### config.mk
export PLATFORM = sky130hd
export DESIGN_NAME = sfm_acc_top
export DESIGN_NICKNAME = d
export VERILOG_FILES = /design/src/rtl/sfm_types_pkg.sv /design/src/rtl/sfm_ctrl_pkg.sv /design/src/rtl/sfm_dispatch.sv /design/src/rtl/sfm_acc_lane.sv /design/src/rtl/sfm_reduce.sv /design/src/rtl/sfm_acc_top.sv
export VERILOG_INCLUDE_DIRS = /design/src /design/src/rtl
export SDC_FILE = /design/constraint.sdc
export NUM_CORES = 2
export LEC_CHECK = 0
export ABC_AREA = 1
export BUFFER_PORTS_ARGS = -buffer_cell sky130_fd_sc_hd__buf_2
export CAP_MARGIN = 15
export CORE_ASPECT_RATIO = 0.7
export CORE_UTILIZATION = 25
export CTS_BUF_LIST = sky130_fd_sc_hd__clkbuf_4 sky130_fd_sc_hd__clkbuf_8 sky130_fd_sc_hd__clkbuf_16
export DETAILED_ROUTE_END_ITERATION = 16
export PLACE_DENSITY_LB_ADDON = 0.2
export SLEW_MARGIN = 20
export SYNTH_ARGS = -nofsm -noshare
export SYNTH_HDL_FRONTEND = slang
export SYNTH_SLANG_ARGS = --single-unit
### constraint.sdc
create_clock -name clk_i -period 6.3 [get_ports clk_i]
set_input_delay 1.89 -clock clk_i [delete_from_list [all_inputs] [get_ports clk_i]]
set_output_delay 1.89 -clock clk_i [all_outputs]
set_load 0.01 [all_outputs]
### src/rtl/sfm_cfg.svh
`ifndef SFM_CFG_SVH
`define SFM_CFG_SVH

// Lane count must be a power of two from 2 to 8
`define SFM_LANES 4

`define SFM_ADD_W 16
`define SFM_FRAC_W 8
`define SFM_ACC_W 24

// Wide enough for the sum of all lanes
`define SFM_SUM_W (`SFM_ACC_W + $clog2(`SFM_LANES))

`endif

### src/rtl/sfm_types_pkg.sv
`include "sfm_cfg.svh"

package sfm_types_pkg;

    localparam int unsigned DATA_W = (`SFM_ADD_W > `SFM_FRAC_W + 1) ?
                                     `SFM_ADD_W : `SFM_FRAC_W + 1;

    typedef logic [`SFM_ADD_W-1:0]          addend_t;
    typedef logic [`SFM_FRAC_W:0]           factor_t;   // Unsigned 1.FRAC_W format
    typedef logic [DATA_W-1:0]              data_t;
    typedef logic [`SFM_ACC_W-1:0]          acc_t;
    typedef logic [`SFM_SUM_W-1:0]          sum_t;
    typedef logic [$clog2(`SFM_LANES)-1:0]  lane_idx_t;

endpackage

### src/rtl/sfm_ctrl_pkg.sv
package sfm_ctrl_pkg;

    typedef enum logic [1:0] {
        OP_ADD    = 2'd0,
        OP_SCALE  = 2'd1,
        OP_REDUCE = 2'd2
    } sfm_op_e;

    typedef enum logic {LANE_ADD = 1'b0, LANE_SCALE = 1'b1} lane_op_e;

    typedef enum logic [1:0] {ACCEPT, WAIT_IDLE, WAIT_DONE} disp_state_e;

    typedef enum logic [1:0] {IDLE, SUM, HOLD} drain_state_e;

endpackage

### src/rtl/sfm_dispatch.sv
`timescale 1ns/10ps
`include "sfm_cfg.svh"

module sfm_dispatch
    import sfm_types_pkg::*;
    import sfm_ctrl_pkg::*;
(
    input  logic                  clk_i,
    input  logic                  rst_ni,
    input  sfm_op_e               op_i,
    input  data_t                 data_i,
    input  logic                  valid_i,
    input  logic                  drain_done_i,
    output logic                  ready_o,
    output logic [`SFM_LANES-1:0] lane_en_o,
    output lane_op_e              lane_op_o,
    output data_t                 lane_data_o,
    output logic                  drain_start_o
);

    disp_state_e state_q, state_d;
    lane_idx_t   rr_q;
    logic        idle_cnt_q;
    logic        fire;
    logic        fire_add;
    logic        fire_scale;
    logic        fire_reduce;

    // ====================
    // Operation decode

    assign ready_o     = (state_q == ACCEPT);
    assign fire        = valid_i & ready_o;
    assign fire_add    = fire & (op_i == OP_ADD);
    assign fire_scale  = fire & (op_i == OP_SCALE);
    assign fire_reduce = fire & (op_i == OP_REDUCE);

    assign lane_op_o   = (op_i == OP_SCALE) ? LANE_SCALE : LANE_ADD;
    assign lane_data_o = data_i;

    always_comb begin
        lane_en_o = '0;
        if (fire_add) begin
            lane_en_o = {{(`SFM_LANES-1){1'b0}}, 1'b1} << rr_q;   // One lane per addend
        end else if (fire_scale) begin
            lane_en_o = '1;   // Factors reach every lane in stream order
        end
    end

    // ====================
    // Drain sequencing

    assign drain_start_o = (state_q == WAIT_IDLE) & idle_cnt_q;   // Lane pipes are empty here

    always_comb begin
        state_d = state_q;
        case (state_q)
            ACCEPT:    if (fire_reduce) state_d = WAIT_IDLE;
            WAIT_IDLE: if (idle_cnt_q) state_d = WAIT_DONE;
            WAIT_DONE: if (drain_done_i) state_d = ACCEPT;
            default:   state_d = ACCEPT;
        endcase
    end

    always_ff @(posedge clk_i or negedge rst_ni) begin
        if (!rst_ni) begin
            state_q    <= ACCEPT;
            rr_q       <= '0;
            idle_cnt_q <= 1'b0;
        end else begin
            state_q    <= state_d;
            idle_cnt_q <= (state_q == WAIT_IDLE) & ~idle_cnt_q;
            if (fire_reduce) begin
                rr_q <= '0;   // Next row starts at lane 0
            end else if (fire_add) begin
                rr_q <= rr_q + 1'b1;   // Wraps since the lane count is a power of two
            end
        end
    end

endmodule

### src/rtl/sfm_acc_lane.sv
`timescale 1ns/10ps
`include "sfm_cfg.svh"

module sfm_acc_lane
    import sfm_types_pkg::*;
    import sfm_ctrl_pkg::*;
(
    input  logic     clk_i,
    input  logic     rst_ni,
    input  logic     en_i,
    input  lane_op_e op_i,
    input  data_t    data_i,
    input  logic     clear_i,
    output acc_t     acc_o
);

    logic                          en_q;
    lane_op_e                      op_q;
    data_t                         data_q;
    acc_t                          acc_q;
    addend_t                       addend;
    factor_t                       factor;
    logic [`SFM_ACC_W+`SFM_FRAC_W:0] product;
    acc_t                          scaled;

    // ====================
    // Operation stage

    always_ff @(posedge clk_i or negedge rst_ni) begin
        if (!rst_ni) begin
            en_q <= 1'b0;
        end else begin
            en_q <= en_i;
        end
    end

    always_ff @(posedge clk_i) begin
        if (en_i) begin
            op_q   <= op_i;
            data_q <= data_i;
        end
    end

    // ====================
    // Partial sum

    assign addend  = data_q[$bits(addend_t)-1:0];
    assign factor  = data_q[$bits(factor_t)-1:0];
    assign product = acc_q * factor;
    assign scaled  = acc_t'(product >> `SFM_FRAC_W);   // Truncating fixed-point rescale

    always_ff @(posedge clk_i or negedge rst_ni) begin
        if (!rst_ni) begin
            acc_q <= '0;
        end else if (clear_i) begin
            acc_q <= '0;
        end else if (en_q) begin
            if (op_q == LANE_SCALE) begin
                acc_q <= scaled;
            end else begin
                acc_q <= acc_q + acc_t'(addend);
            end
        end
    end

    assign acc_o = acc_q;

endmodule

### src/rtl/sfm_reduce.sv
`timescale 1ns/10ps
`include "sfm_cfg.svh"

module sfm_reduce
    import sfm_types_pkg::*;
    import sfm_ctrl_pkg::*;
(
    input  logic clk_i,
    input  logic rst_ni,
    input  logic start_i,
    input  acc_t lanes_i [`SFM_LANES],
    input  logic ready_i,
    output sum_t result_o,
    output logic valid_o,
    output logic lane_clear_o,
    output logic done_o
);

    drain_state_e state_q, state_d;
    lane_idx_t    idx_q;
    sum_t         sum_q;
    logic         last_lane;
    logic         accept;

    assign last_lane = (idx_q == lane_idx_t'(`SFM_LANES - 1));
    assign valid_o   = (state_q == HOLD);
    assign accept    = valid_o & ready_i;
    assign result_o  = sum_q;

    // Total taken, so lanes start the next row from zero
    assign lane_clear_o = accept;
    assign done_o       = accept;

    // ====================
    // Drain FSM

    always_comb begin
        state_d = state_q;
        case (state_q)
            IDLE:    if (start_i) state_d = SUM;
            SUM:     if (last_lane) state_d = HOLD;
            HOLD:    if (ready_i) state_d = IDLE;
            default: state_d = IDLE;
        endcase
    end

    always_ff @(posedge clk_i or negedge rst_ni) begin
        if (!rst_ni) begin
            state_q <= IDLE;
            idx_q   <= '0;
        end else begin
            state_q <= state_d;
            if (state_q == SUM) begin
                idx_q <= idx_q + 1'b1;   // Returns to 0 after the last lane
            end else begin
                idx_q <= '0;
            end
        end
    end

    // ====================
    // Sequential sum

    always_ff @(posedge clk_i or negedge rst_ni) begin
        if (!rst_ni) begin
            sum_q <= '0;
        end else if (state_q == IDLE && start_i) begin
            sum_q <= '0;
        end else if (state_q == SUM) begin
            sum_q <= sum_q + sum_t'(lanes_i[idx_q]);   // One lane per cycle
        end
    end

endmodule

### src/rtl/sfm_acc_top.sv
`timescale 1ns/10ps
`include "sfm_cfg.svh"

module sfm_acc_top
    import sfm_types_pkg::*;
    import sfm_ctrl_pkg::*;
(
    input  logic    clk_i,
    input  logic    rst_ni,
    input  sfm_op_e op_i,
    input  data_t   data_i,
    input  logic    valid_i,
    input  logic    ready_i,
    output logic    ready_o,
    output sum_t    result_o,
    output logic    valid_o
);

    logic [`SFM_LANES-1:0] lane_en;
    lane_op_e              lane_op;
    data_t                 lane_data;
    logic                  lane_clear;
    logic                  drain_start;
    logic                  drain_done;
    acc_t                  lane_acc [`SFM_LANES];

    sfm_dispatch u_dispatch (
        .clk_i         (clk_i),
        .rst_ni        (rst_ni),
        .op_i          (op_i),
        .data_i        (data_i),
        .valid_i       (valid_i),
        .drain_done_i  (drain_done),
        .ready_o       (ready_o),
        .lane_en_o     (lane_en),
        .lane_op_o     (lane_op),
        .lane_data_o   (lane_data),
        .drain_start_o (drain_start)
    );

    // ====================
    // Accumulation lanes

    for (genvar i = 0; i < `SFM_LANES; i++) begin : g_lane
        sfm_acc_lane u_lane (
            .clk_i   (clk_i),
            .rst_ni  (rst_ni),
            .en_i    (lane_en[i]),
            .op_i    (lane_op),
            .data_i  (lane_data),
            .clear_i (lane_clear),
            .acc_o   (lane_acc[i])
        );
    end

    sfm_reduce u_reduce (
        .clk_i        (clk_i),
        .rst_ni       (rst_ni),
        .start_i      (drain_start),
        .lanes_i      (lane_acc),
        .ready_i      (ready_i),
        .result_o     (result_o),
        .valid_o      (valid_o),
        .lane_clear_o (lane_clear),
        .done_o       (drain_done)
    );

endmodule

======== Yosys cells after proc, flatten, opt, wreduce, memory -nomap -nowiden ========
Index checks and enable logic that the tools add are counted.
operators by class
  shifts and indexed selects .............. 1
  bitwise operators ....................... 9
  magnitude comparators ................... 1
  reduce and logical (&&, ||, !) cells .... 12
  add/sub/neg operators ................... 7
  multiplexer cells ....................... 31
  multipliers ............................. 4
  div/mod/pow operators ................... 0
  eq/ne operators ......................... 13
operators with widths
  cell                                                                      count
  24-bit two-way mux                                                        14
  24-bit by 9-bit multiplier with 32-bit output                             4
  24-bit by 16-bit adder with 24-bit output                                 4
  26-bit two-way mux                                                        2
  24-bit binary-select mux with 2-bit select                                1
  26-bit by 24-bit adder with 26-bit output                                 1
  2-bit two-way mux                                                         9
  2-bit one-hot mux with 3 select lines                                     2
  2-bit nonzero test                                                        6
  2-bit equality test (second input constant)                               4
  4-bit two-way mux                                                         2
  1-bit bitwise AND                                                         7
  2-bit by 1-bit equality test with 1-bit output (second input constant)    3
  2-bit logical NOT                                                         3
  2-bit by 1-bit inequality test with 1-bit output (second input constant)  3
  2-bit inequality test (second input constant)                             3
  3-bit AND reduction                                                       2
  2-bit by 1-bit adder with 2-bit output (second input constant)            2
  1-bit by 2-bit left shift with 4-bit output (first input constant)        1
  3-bit >= comparator (second input constant)                               1
  2-bit inverter with 3-bit output                                          1
  1-bit logical AND                                                         1
  1-bit two-way mux                                                         1
  1-bit inverter                                                            1
word-level totals
  memory bits (writable) .................. 0
  ROM bits ................................ 0
  memories ................................ 0
  latch bits .............................. 0
  register bits after elaboration ......... 203
  word-level logic and storage cells ...... 100
  input bits .............................. 22

======== Longest topological paths before layout ========
  depth in word-level cells ............... 7
  depth in mapped cells ................... 26
  gate-level depth less buffers ........... 25

======== Cells and area by module ========
Synthesis repeated with hierarchy kept, for this count alone.
unflattened totals
  cell total of the unflattened synthesis .. 6,346
  area total of the unflattened synthesis .. 43,367.8 um2
by module, submodules not included
  module                            area an instance (um2)  cells each  times used
  sfm_acc_lane at g_lane[2].u_lane  9,863.2                 1,413       1
  sfm_acc_lane at g_lane[3].u_lane  9,835.7                 1,418       1
  sfm_acc_lane at g_lane[0].u_lane  9,816.9                 1,405       1
  sfm_acc_lane at g_lane[1].u_lane  9,759.4                 1,404       1
  sfm_reduce                        3,647.2                 648         1
  sfm_dispatch                      445.4                   58          1

======== Worst setup path before layout ========
Ideal clock, no wire load.
  path type ............................... reg-to-reg
  start point ............................. reg g_lane[2].u_lane.data_q[1]
  end point ............................... reg g_lane[2].u_lane.acc_q[16]
  clock period less this slack ............ 4.410 ns
  arrival ................................. 4.294 ns
  path slack .............................. 1.890 ns
  setup time .............................. 0.116 ns
  data required time ...................... 6.184 ns
  cell stages (with the launch flop) ...... 21
  path buffers ............................ 1
  path through ............................ edfxtp_1 > clkbuf_1 > nand2_1 > fa_1 > inv_1 > fa_1 > fa_1 > inv_1 > fa_1 > inv_1 > ha_1 > a21oi_1 > nor2_1 > or2_2 > o21bai_1 > a21oi_1 > nand2_1 > nand2_1 > nand3_1 > nand2_1 > nand2_1
on the way
  word-level cells in the longest chain between the ends .. 4
  elaborated cells on any way between the ends .. 5
  classes of those cells .................. add/sub (1); mul (1); mux (3)
ends and longest elaborated chain
  item                                                                                                               RTL line                                source
  from (decl)                                                                                                        sfm_acc_lane.sv:19                      data_t data_q;
  from (signal assigned)                                                                                             sfm_acc_lane.sv:40                      data_q <= data_i;
  24-bit by 9-bit multiplier with 32-bit output / 24-bit by 16-bit adder with 24-bit output (equally long branches)  sfm_acc_lane.sv:49, sfm_acc_lane.sv:61
  24-bit two-way mux (*)                                                                                             sfm_acc_lane.sv:58                      if (op_q == LANE_SCALE) begin
  24-bit two-way mux (*)                                                                                             sfm_acc_lane.sv:57                      end else if (en_q) begin
  24-bit two-way mux (*)                                                                                             sfm_acc_lane.sv:55                      end else if (clear_i) begin
  to (signal assigned)                                                                                               sfm_acc_lane.sv:59                      acc_q <= scaled;
  to (signal assigned)                                                                                               sfm_acc_lane.sv:61                      acc_q <= acc_q + acc_t'(addend);
  to (decl)                                                                                                          sfm_acc_lane.sv:20                      acc_t acc_q;
Mark *: on every way between the ends. The rest lies on a longest branch, timed or not. The select of a mux whose other input is x is not followed.
A chain may end at the register's enable or synchronous reset.

======== Final worst setup path ========
  start point ............................. reg g_lane[2].u_lane.data_q[4]
  end point ............................... reg g_lane[2].u_lane.acc_q[21]
Same word-level chain as after synthesis.

==> metrics.yaml <==
synthesis:
  synthAdderAreaFrac_pct: 36.91
  synth_cell_types: 54
  synth-simple-area-share_pct: 25.46
  synthCells: 6237
  synth_top_family_by_area: "adder cells"
  syn_avg_cell_area_um2: 6.892
  synth-compound-area-share_pct: 8.982
  ys_seq_area_share_pct: 12.61
  ys_async_sr_fraction_pct: 66.50
  ys_ff_latch: 203
  yosys.area_share.xor_xnor_pct: 0.7742
  synth_mux_area_share_pct: 0
  synthFlopType: "dfrtp_1"
  syn_nets: 7157
  yosys_warnings: 0
  synth_edf_count: 68
  synth_area_um2: 42990
clocking:
  clkTransAtPathRegs_ns: 0.06
  cts_resized: 0
  post_cts_buffers: 0
  cts_tree: "done"
  cts_buffer_depth: 3
  cts_inserted_buffers: 26
  cts-root-buf: "clkbuf_16"
  hold_buffers: 0
  clock-sinks: 203
  htreeDepth: 1
  worstSkewPairLatency_ns: 0.60
finish:
  drive_above_1_share_pct: 4.467
  nets: 7101
  ff_latch_area_um2: 5420
  fill_cells: 18990
  area_delta_synth_final_pct: 8.831
  multiInputGateArea_um2: 31030
timing:
  maxSlewHeadroom_pct: 18.88
  finalHoldViolCount: 0
  slew_viol_final: 0
  period_share_pct: 89.92
  finalSetupViolations: 0
  setup_tns_ns: 0
  finalClockSkew_ns: 0.02345
  fmax_mhz: 176.5
  rsz0062_at_grt: "false"
  worst_pin_slew_ns: 1.217
  period_needed_ns: 5.665
setup_path:
  critPathMaxFanout: 22
  critPathKind: "reg -> reg"
  rrSetupSlack_ns: 0.64
  cp-startpoint: "g_lane[2].u_lane.addend[4]"
  reg2reg_depth: 21
  path_cells: "ha_1 > fa_1 > inv_1 > fa_1 > inv_1 > fa_1 > inv_1 > fa_1 > inv_1 > ha_1 > nand2_1 > nor2_1 > nand2_1 > nand2_2 > nand2_2 > nand2_4 > nand2_2 > nand3_1 > nand3_1 > nand3_1 > nand2_1"
  r2r_end: "g_lane[2].u_lane.acc_o[21]"
  crit_buf_inv: 4
  critPathSlowestCell: "edfxtp_1"
  crit_required_ns: 6.77
  timing.rr.start: "g_lane[2].u_lane.addend[4]"
  crit_arrival_ns: 6.13
  end_kind: "flip-flop"
  crit_cells: 21
  crit_end: "g_lane[2].u_lane.acc_o[21]"
  cp-start-kind: "flip-flop"
  cpLargestDelayFamily: "adder cells"
  slowest_delay_ns: 0.83
drt:
  ant_nets: 0
  drt_iter0_markers: 3489
  num_vias: 39520
  post_drt_wl_per_cell_um: 19.86
  firstDrtPassIters: 6
  vias_per_cell: 4.681
  drc: 0
  drt_wl_total_um: 167700
grt:
  antenna_found_initial: 7
  grt.overflow.total: 0
  grt_pass1_vias: 38870
  grt_pass1_wl_um: 254200
  track_usage_pct: 19.26
  grt_max_degree: 92
run:
  cap_violations: 0
die:
  core_area_um2: 169600
  ios: 50
  rows: 126
  die_height_um: 348.9
  die_x_um: 497.6
  initial_core_util_pct: 25.34
  die_area_um2: 173600
status:
  status: "complete, no violations"
placed_design:
  hpwl_um: 135800
  place_congestion: 0.9308
  io_buffers: 49
min_path:
  hold_class: "reg -> reg"
-- flip-flops by register name, indices dropped and copies added, names as in the netlist --
signal                 flops
g_lane.u_lane.en_q         4
u_reduce.idx_q             2
u_dispatch.rr_q            2
u_reduce.state_q           2
g_lane.u_lane.acc_o       96
u_reduce.result_o         26
g_lane.u_lane.op_q         4
u_dispatch.state_q         2
g_lane.u_lane.addend      64
u_dispatch.idle_cnt_q      1
-- cell usage after synthesis (10+ instances only) --
cell | instances | area [um^2]
o21ai_1 | 33 | 165.2
nor2_2 | 11 | 68.82
nand3_1 | 323 | 1617
edfxtp_1 | 68 | 2042
xor2_1 | 22 | 192.7
nor4_1 | 10 | 62.56
nand2_1 | 1777 | 6670
o21bai_1 | 18 | 135.1
a21o_1 | 29 | 217.7
nor2_1 | 348 | 1306
o211ai_1 | 16 | 120.1
or2_2 | 13 | 81.33
nand3b_1 | 16 | 120.1
o21a_1 | 14 | 105.1
ha_1 | 281 | 3516
o22ai_1 | 16 | 100.1
a21oi_1 | 309 | 1546
nand2_2 | 23 | 143.9
dfrtp_1 | 135 | 3378
clkbuf_1 | 201 | 754.5
xnor2_1 | 16 | 140.1
nor3_1 | 56 | 280.3
nand4_1 | 60 | 375.4
fa_1 | 617 | 12350
o21ai_0 | 227 | 1136
inv_1 | 1498 | 5623
-- per-stage QoR --
stage	instances	instance area (um^2)	hold WS (ns)	setup slack, ns	util [%]
after floorplan	6237	42990	0.4234	1.890	-
after CTS	8440	46750	0.4533	0.7194	27.56
after global routing	8441	46780	0.4981	0.4259	27.58
final	8442	46780	0.4531	0.6352	27.58
after detailed placement	8392	45880	0.4425	0.7269	27.05
after global placement	8391	45860	0.4402	0.7189	27.04
-- cells in the final DEF, fill, tap and decap left out, types with 16 or more instances in the layout --
cell       netlist  final
nand2_1       1777   1777
inv_1         1498   1496
fa_1           617    617
nor2_1         348    344
nand3_1        323    323
a21oi_1        309    309
ha_1           281    281
o21ai_0        227    227
dfrtp_1        135    135
buf_4            8     90
edfxtp_1        68     68
nand4_1         60     60
nor3_1          56     56
buf_2            7     48
o21ai_1         33     33
a21o_1          29     29
clkbuf_16        0     27
nand2_2         23     23
xor2_1          22     22
o21bai_1        18     18
o22ai_1         16     16
xnor2_1         16     16
o211ai_1        16     16
nand3b_1        16     16
-- worst min path at each step --
stage | slack, ns | startpoint | cells after the start | to
floorplan | 0.42 | u_dispatch.idle_cnt_q | 1 | u_dispatch.idle_cnt_q
global placement | 0.44 | u_dispatch.idle_cnt_q | 1 | u_dispatch.idle_cnt_q
detailed placement | 0.44 | u_dispatch.idle_cnt_q | 1 | u_dispatch.idle_cnt_q
CTS | 0.45 | u_dispatch.idle_cnt_q | 1 | u_dispatch.idle_cnt_q
global route | 0.50 | u_dispatch.idle_cnt_q | 1 | u_dispatch.idle_cnt_q
finish | 0.45 | u_dispatch.idle_cnt_q | 1 | u_dispatch.idle_cnt_q
-- worst register-to-register path: stages, from the launching register on --
cell and delay [ns]:
edfxtp_1 0.83, ha_1 0.55, fa_1 0.52, inv_1 0.06, fa_1 0.53, inv_1 0.06
fa_1 0.47, inv_1 0.05, fa_1 0.48, inv_1 0.05, ha_1 0.36, nand2_1 0.15
nor2_1 0.37, nand2_1 0.12, nand2_2 0.15, nand2_2 0.08, nand2_4 0.12, nand2_2 0.09
nand3_1 0.09, nand3_1 0.18, nand3_1 0.17, nand2_1 0.09
-- layout make-up --
class / count / area share [%]
Tap cell: 2240 / 5.991
Inverter: 1507 / 12.09
Clock inverter: 15 / 0.3102
Multi-Input combinational cell: 4300 / 66.33
Sequential cell: 203 / 11.59
Antenna cell: 1 / 0.005349
Timing Repair Buffer: 143 / 2.132
Clock buffer: 33 / 1.554
-- cells by family after synthesis --
group	after synthesis
xor+xnor	38
buf+inv	1734
compound gates	702
fa+ha+maj	898
flops	203
simple gates	2662
-- per-layer routing --
| metal | routed length, um | track usage [%] | share of wire [%] | vias up |
|---|---|---|---|---|
| li1 | - | - | - | 18660 |
| met3 | 12340 | 2.922 | 7.4 | 109 |
| met4 | 2255 | 2.327 | 1.3 | 2 |
| met5 | 12 | 0 | 0.0072 | - |
| met1 | 86640 | 30.71 | 52 | 19500 |
| met2 | 66410 | 27.25 | 40 | 1255 |
Power is not shown: default switching activity piles up to over one toggle a cycle in this logic, so the estimate is an artifact.
